===== src/logic/uart_pkg.sv =====
package uart_pkg;

    //////////////////////////////
    // Serial framing
    //////////////////////////////

    localparam int DATA_BITS = 8;                  // Payload bits per frame, LSB first

    typedef logic [DATA_BITS-1:0] uart_byte_t;

    // Position inside a frame, shared by the serializer and the deserializer
    typedef enum logic [2:0] {
        ph_idle,                                   // Line high, waiting
        ph_start,                                  // Start bit, line low
        ph_data,                                   // Data bits
        ph_parity,                                 // Optional even parity bit
        ph_stop                                    // Stop bit, line high
    } uart_phase_t;

    //////////////////////////////
    // Received frame
    //////////////////////////////

    typedef struct packed {
        uart_byte_t data;                          // Deserialized byte
        logic       parity_error;                  // Bad parity or bad stop bit
    } rx_frame_t;

    // Parity bit that makes the count of ones in data plus parity even
    function automatic logic even_parity(uart_byte_t data);
        return ^data;
    endfunction

endpackage


===== src/logic/link_test_pkg.sv =====
package link_test_pkg;

    //////////////////////////////
    // Command bytes
    //////////////////////////////

    localparam uart_pkg::uart_byte_t cmd_turn_on  = 8'hEE;
    localparam uart_pkg::uart_byte_t cmd_turn_off = 8'h55;
    localparam uart_pkg::uart_byte_t cmd_toggle   = 8'hC3;

    localparam int NUM_CMDS = 3;                   // Length of the repeating cycle

    typedef logic [1:0] cmd_idx_t;

    // Maps the cycle position to the byte put on the line
    function automatic uart_pkg::uart_byte_t cmd_byte(cmd_idx_t idx);
        case (idx)
            2'd0:    return cmd_turn_on;
            2'd1:    return cmd_turn_off;
            default: return cmd_toggle;
        endcase
    endfunction

    //////////////////////////////
    // Sequencer and status
    //////////////////////////////

    typedef enum logic [1:0] {seq_hold, seq_send, seq_gap} seq_state_t;

    localparam int ERR_W = 5;
    localparam logic [ERR_W-1:0] ERR_MAX = '1;     // Counter saturates here

    typedef struct packed {
        logic [ERR_W-1:0] error_count;             // Bad frames seen, saturating
        logic             match_led;               // Last frame was good
        logic             mismatch_led;            // Last frame was bad
    } link_status_t;

endpackage


===== src/logic/uart_tx.sv =====
`timescale 1ns/10ps

module uart_tx #(
    parameter int CLKS_PER_BIT = 4,
    parameter int PARITY_EN    = 1
) (
    input  logic                clk,
    input  logic                rst,
    input  logic                start_tx,
    input  uart_pkg::uart_byte_t tx_data,
    output logic                tx,
    output logic                tx_busy
);

    import uart_pkg::*;

    localparam int CNT_W = $clog2(CLKS_PER_BIT + 1);
    localparam int BIT_W = $clog2(DATA_BITS);

    uart_phase_t      phase;
    logic [CNT_W-1:0] clk_cnt;                     // Cycles spent in the current bit
    logic [BIT_W-1:0] bit_cnt;                     // Data bit on the line
    uart_byte_t       shifter;                     // Data bits still to send
    logic             parity_bit;
    logic             bit_end;

    assign bit_end = (clk_cnt == CNT_W'(CLKS_PER_BIT - 1));

    always_ff @(posedge clk) begin
        if (rst) begin
            phase   <= ph_idle;
            tx      <= 1'b1;                       // Line idles high
            tx_busy <= 1'b0;
            clk_cnt <= '0;
            bit_cnt <= '0;
        end else if (phase == ph_idle) begin
            if (start_tx) begin
                shifter    <= tx_data;
                parity_bit <= even_parity(tx_data);
                tx         <= 1'b0;                // Start bit
                tx_busy    <= 1'b1;
                clk_cnt    <= '0;
                phase      <= ph_start;
            end
        end else if (!bit_end) begin
            clk_cnt <= clk_cnt + 1'b1;
        end else begin
            clk_cnt <= '0;
            case (phase)
                ph_start: begin
                    tx      <= shifter[0];
                    shifter <= shifter >> 1;
                    bit_cnt <= '0;
                    phase   <= ph_data;
                end
                ph_data: begin
                    if (bit_cnt != BIT_W'(DATA_BITS - 1)) begin
                        tx      <= shifter[0];
                        shifter <= shifter >> 1;
                        bit_cnt <= bit_cnt + 1'b1;
                    end else if (PARITY_EN != 0) begin
                        tx    <= parity_bit;
                        phase <= ph_parity;
                    end else begin
                        tx    <= 1'b1;             // Straight to the stop bit
                        phase <= ph_stop;
                    end
                end
                ph_parity: begin
                    tx    <= 1'b1;
                    phase <= ph_stop;
                end
                default: begin
                    tx_busy <= 1'b0;               // Stop bit done, line stays high
                    phase   <= ph_idle;
                end
            endcase
        end
    end

    // The sequencer must wait for the serializer before starting a new frame
    a_no_start_while_busy: assert property (
        @(posedge clk) disable iff (rst) start_tx |-> !tx_busy
    );

endmodule


===== src/logic/uart_rx.sv =====
`timescale 1ns/10ps

module uart_rx #(
    parameter int CLKS_PER_BIT = 4,
    parameter int PARITY_EN    = 1
) (
    input  logic               clk,
    input  logic               rst,
    input  logic               link_rst,
    input  logic               rx,
    output logic               rx_done,
    output uart_pkg::rx_frame_t rx_frame
);

    import uart_pkg::*;

    localparam int CNT_W    = $clog2(CLKS_PER_BIT + 1);
    localparam int BIT_W    = $clog2(DATA_BITS);
    localparam int HALF_BIT = (CLKS_PER_BIT > 1) ? CLKS_PER_BIT / 2 : 1;

    //////////////////////////////
    // Input synchronizer
    //////////////////////////////

    logic rx_meta;
    logic rx_sync;
    logic rx_prev;                                 // Last synchronized level, for edges

    always_ff @(posedge clk) begin
        if (rst) begin
            rx_meta <= 1'b1;
            rx_sync <= 1'b1;
            rx_prev <= 1'b1;
        end else begin
            rx_meta <= rx;
            rx_sync <= rx_meta;
            rx_prev <= rx_sync;
        end
    end

    //////////////////////////////
    // Frame sampling
    //////////////////////////////

    uart_phase_t      phase;
    logic [CNT_W-1:0] clk_cnt;
    logic [BIT_W-1:0] bit_cnt;
    uart_byte_t       shifter;                     // Data bits collected so far
    logic             parity_bit;
    logic             mid_bit;

    // Start bit is timed to its middle, every later bit a whole bit apart
    assign mid_bit = (phase == ph_start) ? (clk_cnt == CNT_W'(HALF_BIT - 1))
                                         : (clk_cnt == CNT_W'(CLKS_PER_BIT - 1));

    always_ff @(posedge clk) begin
        if (rst || link_rst) begin
            phase   <= ph_idle;
            rx_done <= 1'b0;
            clk_cnt <= '0;
            bit_cnt <= '0;
        end else begin
            rx_done <= 1'b0;
            if (phase == ph_idle) begin
                if (rx_prev && !rx_sync) begin     // Falling edge opens a frame
                    clk_cnt <= '0;
                    phase   <= ph_start;
                end
            end else if (!mid_bit) begin
                clk_cnt <= clk_cnt + 1'b1;
            end else begin
                clk_cnt <= '0;
                case (phase)
                    ph_start: begin
                        bit_cnt <= '0;
                        phase   <= rx_sync ? ph_idle : ph_data;  // Glitch, not a start bit
                    end
                    ph_data: begin
                        shifter <= {rx_sync, shifter[DATA_BITS-1:1]};
                        bit_cnt <= bit_cnt + 1'b1;
                        if (bit_cnt == BIT_W'(DATA_BITS - 1)) begin
                            phase <= (PARITY_EN != 0) ? ph_parity : ph_stop;
                        end
                    end
                    ph_parity: begin
                        parity_bit <= rx_sync;
                        phase      <= ph_stop;
                    end
                    default: begin
                        rx_frame.data         <= shifter;
                        rx_frame.parity_error <= !rx_sync ||
                            ((PARITY_EN != 0) && (parity_bit != even_parity(shifter)));
                        rx_done               <= 1'b1;
                        phase                 <= ph_idle;
                    end
                endcase
            end
        end
    end

    // A frame takes many bit times, so completions can never be back to back
    a_done_single: assert property (
        @(posedge clk) disable iff (rst) rx_done |=> !rx_done
    );

endmodule


===== src/logic/link_sequencer.sv =====
`timescale 1ns/10ps

module link_sequencer #(
    parameter int HOLD_CYCLES  = 20,
    parameter int BURST_FRAMES = 6,
    parameter int GAP_CYCLES   = 60
) (
    input  logic                 clk,
    input  logic                 rst,
    input  logic                 tx_busy,
    output logic                 start_tx,
    output logic                 sent_valid,
    output logic                 link_rst,
    output uart_pkg::uart_byte_t tx_data,
    output uart_pkg::uart_byte_t sent_data,
    output logic                 gap
);

    import link_test_pkg::*;

    localparam int CNT_MAX = (HOLD_CYCLES > GAP_CYCLES) ? HOLD_CYCLES : GAP_CYCLES;
    localparam int CNT_W   = $clog2(CNT_MAX + 1);
    localparam int FRM_W   = $clog2(BURST_FRAMES + 1);

    seq_state_t       state;
    logic [CNT_W-1:0] cycle_cnt;
    logic [FRM_W-1:0] frame_cnt;                   // Frames issued in this burst
    cmd_idx_t         cmd_idx;                     // Kept across bursts
    logic             tx_free;
    logic             issue;

    // The busy flag rises a cycle after the strobe, so the strobe also blocks
    assign tx_free = !tx_busy && !start_tx;
    assign issue   = (state == seq_send) && (frame_cnt != FRM_W'(BURST_FRAMES)) && tx_free;

    always_ff @(posedge clk) begin
        if (rst) begin
            state     <= seq_hold;
            cycle_cnt <= '0;
            frame_cnt <= '0;
            cmd_idx   <= '0;
            start_tx  <= 1'b0;
        end else begin
            start_tx <= issue;
            case (state)
                seq_hold: begin
                    cycle_cnt <= cycle_cnt + 1'b1;
                    if (cycle_cnt == CNT_W'(HOLD_CYCLES - 1)) begin
                        cycle_cnt <= '0;
                        frame_cnt <= '0;
                        state     <= seq_send;
                    end
                end
                seq_send: begin
                    if (issue) begin
                        frame_cnt <= frame_cnt + 1'b1;
                        cmd_idx   <= (cmd_idx == cmd_idx_t'(NUM_CMDS - 1)) ? '0 : cmd_idx + 1'b1;
                    end else if (frame_cnt == FRM_W'(BURST_FRAMES) && tx_free) begin
                        cycle_cnt <= '0;           // Last frame has left the line
                        state     <= seq_gap;
                    end
                end
                default: begin
                    cycle_cnt <= cycle_cnt + 1'b1;
                    if (cycle_cnt == CNT_W'(GAP_CYCLES - 1)) begin
                        cycle_cnt <= '0;
                        frame_cnt <= '0;
                        state     <= seq_send;
                    end
                end
            endcase
        end
    end

    always_ff @(posedge clk) begin
        if (issue) begin
            tx_data <= cmd_byte(cmd_idx);
        end
    end

    assign sent_valid = start_tx;                  // Checker learns each byte as it goes out
    assign sent_data  = tx_data;
    assign link_rst   = (state == seq_hold);
    assign gap        = (state == seq_gap);

endmodule


===== src/logic/frame_checker.sv =====
`timescale 1ns/10ps

module frame_checker (
    input  logic                       clk,
    input  logic                       rst,
    input  logic                       link_rst,
    input  logic                       sent_valid,
    input  logic                       rx_done,
    input  logic                       gap,
    input  uart_pkg::uart_byte_t       sent_data,
    input  uart_pkg::rx_frame_t        rx_frame,
    output link_test_pkg::link_status_t status
);

    import uart_pkg::*;
    import link_test_pkg::*;

    localparam int DEPTH = 4;
    localparam int PTR_W = $clog2(DEPTH);

    //////////////////////////////
    // In-flight byte queue
    //////////////////////////////

    uart_byte_t       queue_mem [DEPTH];
    logic [PTR_W-1:0] wr_ptr;
    logic [PTR_W-1:0] rd_ptr;
    logic [PTR_W:0]   level;                       // Entries held
    logic             bad_frame;

    always_ff @(posedge clk) begin
        if (sent_valid) begin
            queue_mem[wr_ptr] <= sent_data;
        end
    end

    assign bad_frame = (rx_frame.data != queue_mem[rd_ptr]) || rx_frame.parity_error;

    always_ff @(posedge clk) begin
        if (rst || link_rst) begin
            wr_ptr <= '0;
            rd_ptr <= '0;
            level  <= '0;
            status <= '0;
        end else begin
            wr_ptr <= wr_ptr + PTR_W'(sent_valid);
            rd_ptr <= rd_ptr + PTR_W'(rx_done);
            level  <= level + (PTR_W + 1)'(sent_valid) - (PTR_W + 1)'(rx_done);
            if (rx_done) begin
                status.match_led    <= !bad_frame;
                status.mismatch_led <= bad_frame;
                if (bad_frame && status.error_count != ERR_MAX) begin
                    status.error_count <= status.error_count + 1'b1;
                end
            end else if (gap) begin
                status.match_led    <= 1'b0;   // Lights go dark between bursts
                status.mismatch_led <= 1'b0;
            end
        end
    end

    // Every received frame must pair with a byte the sequencer sent
    a_pop_not_empty: assert property (
        @(posedge clk) disable iff (rst || link_rst) rx_done |-> level != '0
    );

    // Bytes in flight never exceed the queue depth
    a_push_not_full: assert property (
        @(posedge clk) disable iff (rst || link_rst)
        (sent_valid && !rx_done) |-> level != (PTR_W + 1)'(DEPTH)
    );

endmodule


===== src/logic/link_tester_top.sv =====
`timescale 1ns/10ps

module link_tester_top #(
    parameter int CLKS_PER_BIT = 4,
    parameter int PARITY_EN    = 1,
    parameter int HOLD_CYCLES  = 20,
    parameter int BURST_FRAMES = 6,
    parameter int GAP_CYCLES   = 60
) (
    input  logic                        clk,
    input  logic                        rst,
    input  logic                        rx,
    output logic                        tx,
    output link_test_pkg::link_status_t status
);

    import uart_pkg::*;

    //////////////////////////////
    // Stage wiring
    //////////////////////////////

    logic       start_tx;
    logic       tx_busy;
    logic       sent_valid;
    logic       link_rst;                          // High while the link is held
    logic       gap;
    logic       rx_done;
    uart_byte_t tx_data;
    uart_byte_t sent_data;
    rx_frame_t  rx_frame;

    link_sequencer #(
        .HOLD_CYCLES (HOLD_CYCLES),
        .BURST_FRAMES(BURST_FRAMES),
        .GAP_CYCLES  (GAP_CYCLES)
    ) sequencer_i (
        .clk       (clk),
        .rst       (rst),
        .tx_busy   (tx_busy),
        .start_tx  (start_tx),
        .sent_valid(sent_valid),
        .link_rst  (link_rst),
        .tx_data   (tx_data),
        .sent_data (sent_data),
        .gap       (gap)
    );

    uart_tx #(
        .CLKS_PER_BIT(CLKS_PER_BIT),
        .PARITY_EN   (PARITY_EN)
    ) tx_i (
        .clk     (clk),
        .rst     (rst),
        .start_tx(start_tx),
        .tx_data (tx_data),
        .tx      (tx),
        .tx_busy (tx_busy)
    );

    uart_rx #(
        .CLKS_PER_BIT(CLKS_PER_BIT),
        .PARITY_EN   (PARITY_EN)
    ) rx_i (
        .clk     (clk),
        .rst     (rst),
        .link_rst(link_rst),
        .rx      (rx),
        .rx_done (rx_done),
        .rx_frame(rx_frame)
    );

    frame_checker checker_i (
        .clk       (clk),
        .rst       (rst),
        .link_rst  (link_rst),
        .sent_valid(sent_valid),
        .rx_done   (rx_done),
        .gap       (gap),
        .sent_data (sent_data),
        .rx_frame  (rx_frame),
        .status    (status)
    );

endmodule


===== config.mk =====
export PLATFORM = sky130hd
export DESIGN_NAME = link_tester_top
export DESIGN_NICKNAME = d
export VERILOG_FILES = /design/src/logic/uart_pkg.sv /design/src/logic/link_test_pkg.sv /design/src/logic/uart_tx.sv /design/src/logic/uart_rx.sv /design/src/logic/link_sequencer.sv /design/src/logic/frame_checker.sv /design/src/logic/link_tester_top.sv
export SDC_FILE = /design/constraint.sdc
export NUM_CORES = 1
export LEC_CHECK = 0
export BUFFER_PORTS_ARGS = -buffer_cell sky130_fd_sc_hd__buf_4
export CAP_MARGIN = 5
export CORE_MARGIN = 3
export CORE_UTILIZATION = 31
export CTS_CLUSTER_SIZE = 40
export DETAILED_ROUTE_END_ITERATION = 8
export SLEW_MARGIN = 10
export SYNTH_ARGS = -nofsm -noshare
export SYNTH_HDL_FRONTEND = slang
export SYNTH_SLANG_ARGS = --single-unit

===== constraint.sdc =====
create_clock -name clk -period 1.92 [get_ports clk]
set_clock_uncertainty 0.05 [all_clocks]
set_input_delay 0 -clock clk [delete_from_list [all_inputs] [get_ports clk]]
set_output_delay 0 -clock clk [all_outputs]
set_load 0.01 [all_outputs]

==> flow_summary.ini <==
[outcome]
outcome = finished with violations
violations = setup timing

[job]
cap_violations = 0

[layout]
final_cells = 596
utilization_pct = 37.8
area_growth_pct = 18.1
nets = 431
antenna_cells = 0
multiInputGateArea_um2 = 1680
nFillCells = 1276
drive_gt1_share_pct = 16.7
final_area_um2 = 5060
regArea_um2 = 2550

[worst_setup_path]
ff2ff_setup_slack_ns = -0.03
crit_required_ns = 2.16
cp.arrival_ns = 2.19
critPathKind = reg -> reg
ff2ff_path_depth = 7
cp_max_fo = 7
end_kind = register
crit_path_start_kind = register

[place]
placed_area_um2 = 4720
io_buffer_count = 10
dp.cells = 576
place_hpwl_um = 5380
gp_congestion = 0.783

[power_and_ir_drop]
p_leak_uw = 0.00181
p_int_uw = 3190
swShare_pct = 20.7
power_frac_clock_pct = 43.0
switchingPower_uw = 833
powerDensity_nw_per_um2 = 795
p_seq_share_pct = 56.1
power_frac_comb_pct = 0.9
peakVddDrop_mv = 0.384

[floorplan]
die_h_um = 124
rows = 42
die_area_um2 = 15300
initial_core_util_pct = 32.0
io_pins = 11
die_w_um = 124
coreArea_um2 = 13400

[grt]
grtUsageMet3_pct = 2.72
grt_usage_pct = 10.6
use_met1_pct = 14.2
grt_use_met2_pct = 16.4
grt_pass1_wl_um = 12700
grt_pass1_vias = 2721
grt_max_degree = 23
busiest_layer = met2
antenna_found_initial = 0
gr-total-overflow = 0

[synth]
ys_warn_count = 0
ys_seq_area_share_pct = 59.3
async_flop_share_pct = 0
synth_commonest_cells = edfxtp_1 (52), dfxtp_1 (49), nor2_1 (47)
synthCells = 382
synth_edf_count = 52
synth_most_common_cell = edfxtp_1
synth_seq_cells = 101
synth_cell_types = 53
ys.flop_type = edfxtp_1
synth_top_area_cell = edfxtp_1
yosysTopAreaCellShare_pct = 36.4
netlist_area_um2 = 4290
synth.avg_cell_area_um2 = 11.2
syn_nets = 398
ys_top_cells_by_area = edfxtp_1 (36%), dfxtp_1 (23%), nor2_1 (4.1%)

[sta]
setup_tns_ns = -0.108
fmax_mhz = 512
period_needed_ns = 1.95
timing_hold_violations_final = 0
slew_viol_final = 0
setup_viol = 5
grt_setup_unrepaired = true
relSlewSlack_pct = 66.2
fin_crit_sh_pct = 102
worst_slew_pin_slew_ns = 0.502
fin_ws_ns = -0.0336

[hold_path]
hold_class = reg -> reg
worst_hold_path.num_cells = 1

[clocking]
insertion_delay_ns = 0.35
cts_tree = built
ctsLongestPathBuffers = 2
h-tree-depth = 3
clkTransAtPathRegs_ns = 0.07
clock-sinks = 101
cts_made_buffers = 9
root_buffer = clkbuf_16

[detailed_routing]
wl_per_cell_um = 12.6
routed_wirelength_um = 7510
num_vias = 2781
ant_nets = 0
first_pass_iters = 4
drc = 0
via_per_inst = 4.67
drt_iter0_markers = 137
timing repair:
| item | CTS | global route |
|---|---|---|
| endpoints found under the setup margin | 7 | 16 |
| setup buffers | 0 | 1 |
| resized for setup | 4 | 2 |
| hold buffers | 3 | 0 |
| hold endpoints to repair | 2 | 0 |
| pin swaps | 8 | 3 |
| gates cloned | 0 | 0 |
kinds of logic (layout without fill, tap and decap cells):
logic type / count (synthesis) / in the layout / synth area share [%]
and+or+nand+nor: 155 / 155 / 17.8
buffers and inverters: 21 / 59 / 1.99
AOI/OAI and AO/OA: 58 / 58 / 8.99
xor gates and xnor gates: 24 / 24 / 4.91
adders and majority gates: 13 / 13 / 3.80
muxes: 10 / 10 / 3.24
DFF: 101 / 101 / 59.3
per-stage QoR:
stage | hold WS [ns] | worst slack [ns] | power (uW)
2_1_floorplan | 0.0538 | 0.00528 | 2330
3_3_place_gp | 0.136 | -0.0815 | 2340
3_5_place_dp | 0.140 | -0.178 | 2340
4_1_cts | 0.366 | -0.0619 | 4070
5_1_grt | 0.391 | -0.182 | 4140
6_report | 0.364 | -0.0336 | 4020
cell type report:
cell class	instances	share of cell area (%)
Sequential cell	101	50.3
Multi-Input combinational cell	260	33.2
Timing Repair Buffer	36	5.98
Clock buffer	10	4.72
Tap cell	176	4.35
Clock inverter	6	0.914
Inverter	7	0.519
critical path, cell delays in order, from the launching register on:
cell,delay (ns)
dfxtp_4,0.38
mux4_2,0.51
xor2_1,0.16
nor3b_2,0.22
o2111a_2,0.31
buf_4,0.13
a21oi_1,0.05
nor2_1,0.07
path summary, 6_finish.rpt:
check / startpoint / endpoint
worst max-delay path: checker_i.rd_ptr[0]$_SDFF_PP0_ / checker_i.status[1]$_SDFFE_PP0P_
worst min-delay path: rx_i.rx_meta$_SDFF_PP1_ / rx_i.rx_sync$_SDFF_PP1_
worst max register to register: checker_i.rd_ptr[0]$_SDFF_PP0_ / checker_i.status[1]$_SDFFE_PP0P_
worst min register to register: rx_i.rx_meta$_SDFF_PP1_ / rx_i.rx_sync$_SDFF_PP1_
power groups by stage:
stage | Clock [uW] | Sequential (uW) | Combinational [uW]
finish | 1730 | 2260 | 36.7
detailed placement | 0 | 2310 | 32.9
CTS | 1770 | 2260 | 37.6
global placement | 0 | 2310 | 31.6
floorplan | 0 | 2310 | 22.9
global route | 1840 | 2260 | 41.8
cells in the final DEF, fill, tap and decap left out, drive strengths merged, types with 3 or more instances in the layout:
| cell | n |
|---|---|
| dlygate4sd3 | 3 |
| nor3b | 5 |
| ha | 13 |
| nor2 | 47 |
| mux2i | 6 |
| or2 | 7 |
| nor2b | 3 |
| o31ai | 3 |
| nor3 | 10 |
| clkbuf | 10 |
| and3 | 5 |
| a31oi | 3 |
| inv | 8 |
| a22oi | 6 |
| buf | 33 |
| and2 | 3 |
| nand3 | 8 |
| dfxtp | 49 |
| xor2 | 9 |
| or3 | 6 |
| nand2b | 9 |
| nand2 | 41 |
| a21oi | 22 |
| o21ai | 9 |
| mux4 | 3 |
| clkinv | 3 |
| edfxtp | 52 |
| nand4 | 4 |
| xnor2 | 15 |
sequential cells by signal (all words and copies together) (netlist names), 2 cells and up:
| name | flops |
|---|---|
| sequencer_i.sent_data | 5 |
| tx_i.clk_cnt | 3 |
| checker_i.wr_ptr | 2 |
| checker_i.status | 7 |
| tx_i.phase | 3 |
| tx_i.bit_cnt | 3 |
| rx_i.clk_cnt | 3 |
| rx_i.phase | 3 |
| sequencer_i.state | 2 |
| sequencer_i.frame_cnt | 3 |
| rx_i.bit_cnt | 3 |
| rx_i.shifter | 8 |
| checker_i.rd_ptr | 2 |
| rx_i.rx_frame | 9 |
| sequencer_i.cmd_idx | 2 |
| tx_i.shifter | 8 |
| sequencer_i.cycle_cnt | 6 |
| checker_i.queue_mem | 20 |
per-layer routing:
layer | up-vias | part of all wire (%)
met2 | 32 | 47
met5 | - | 0
met4 | 0 | 2.0
li1 | 1428 | -
met1 | 1310 | 47
met3 | 11 | 3.6
Note: power is estimated with default switching activity, not from simulation.
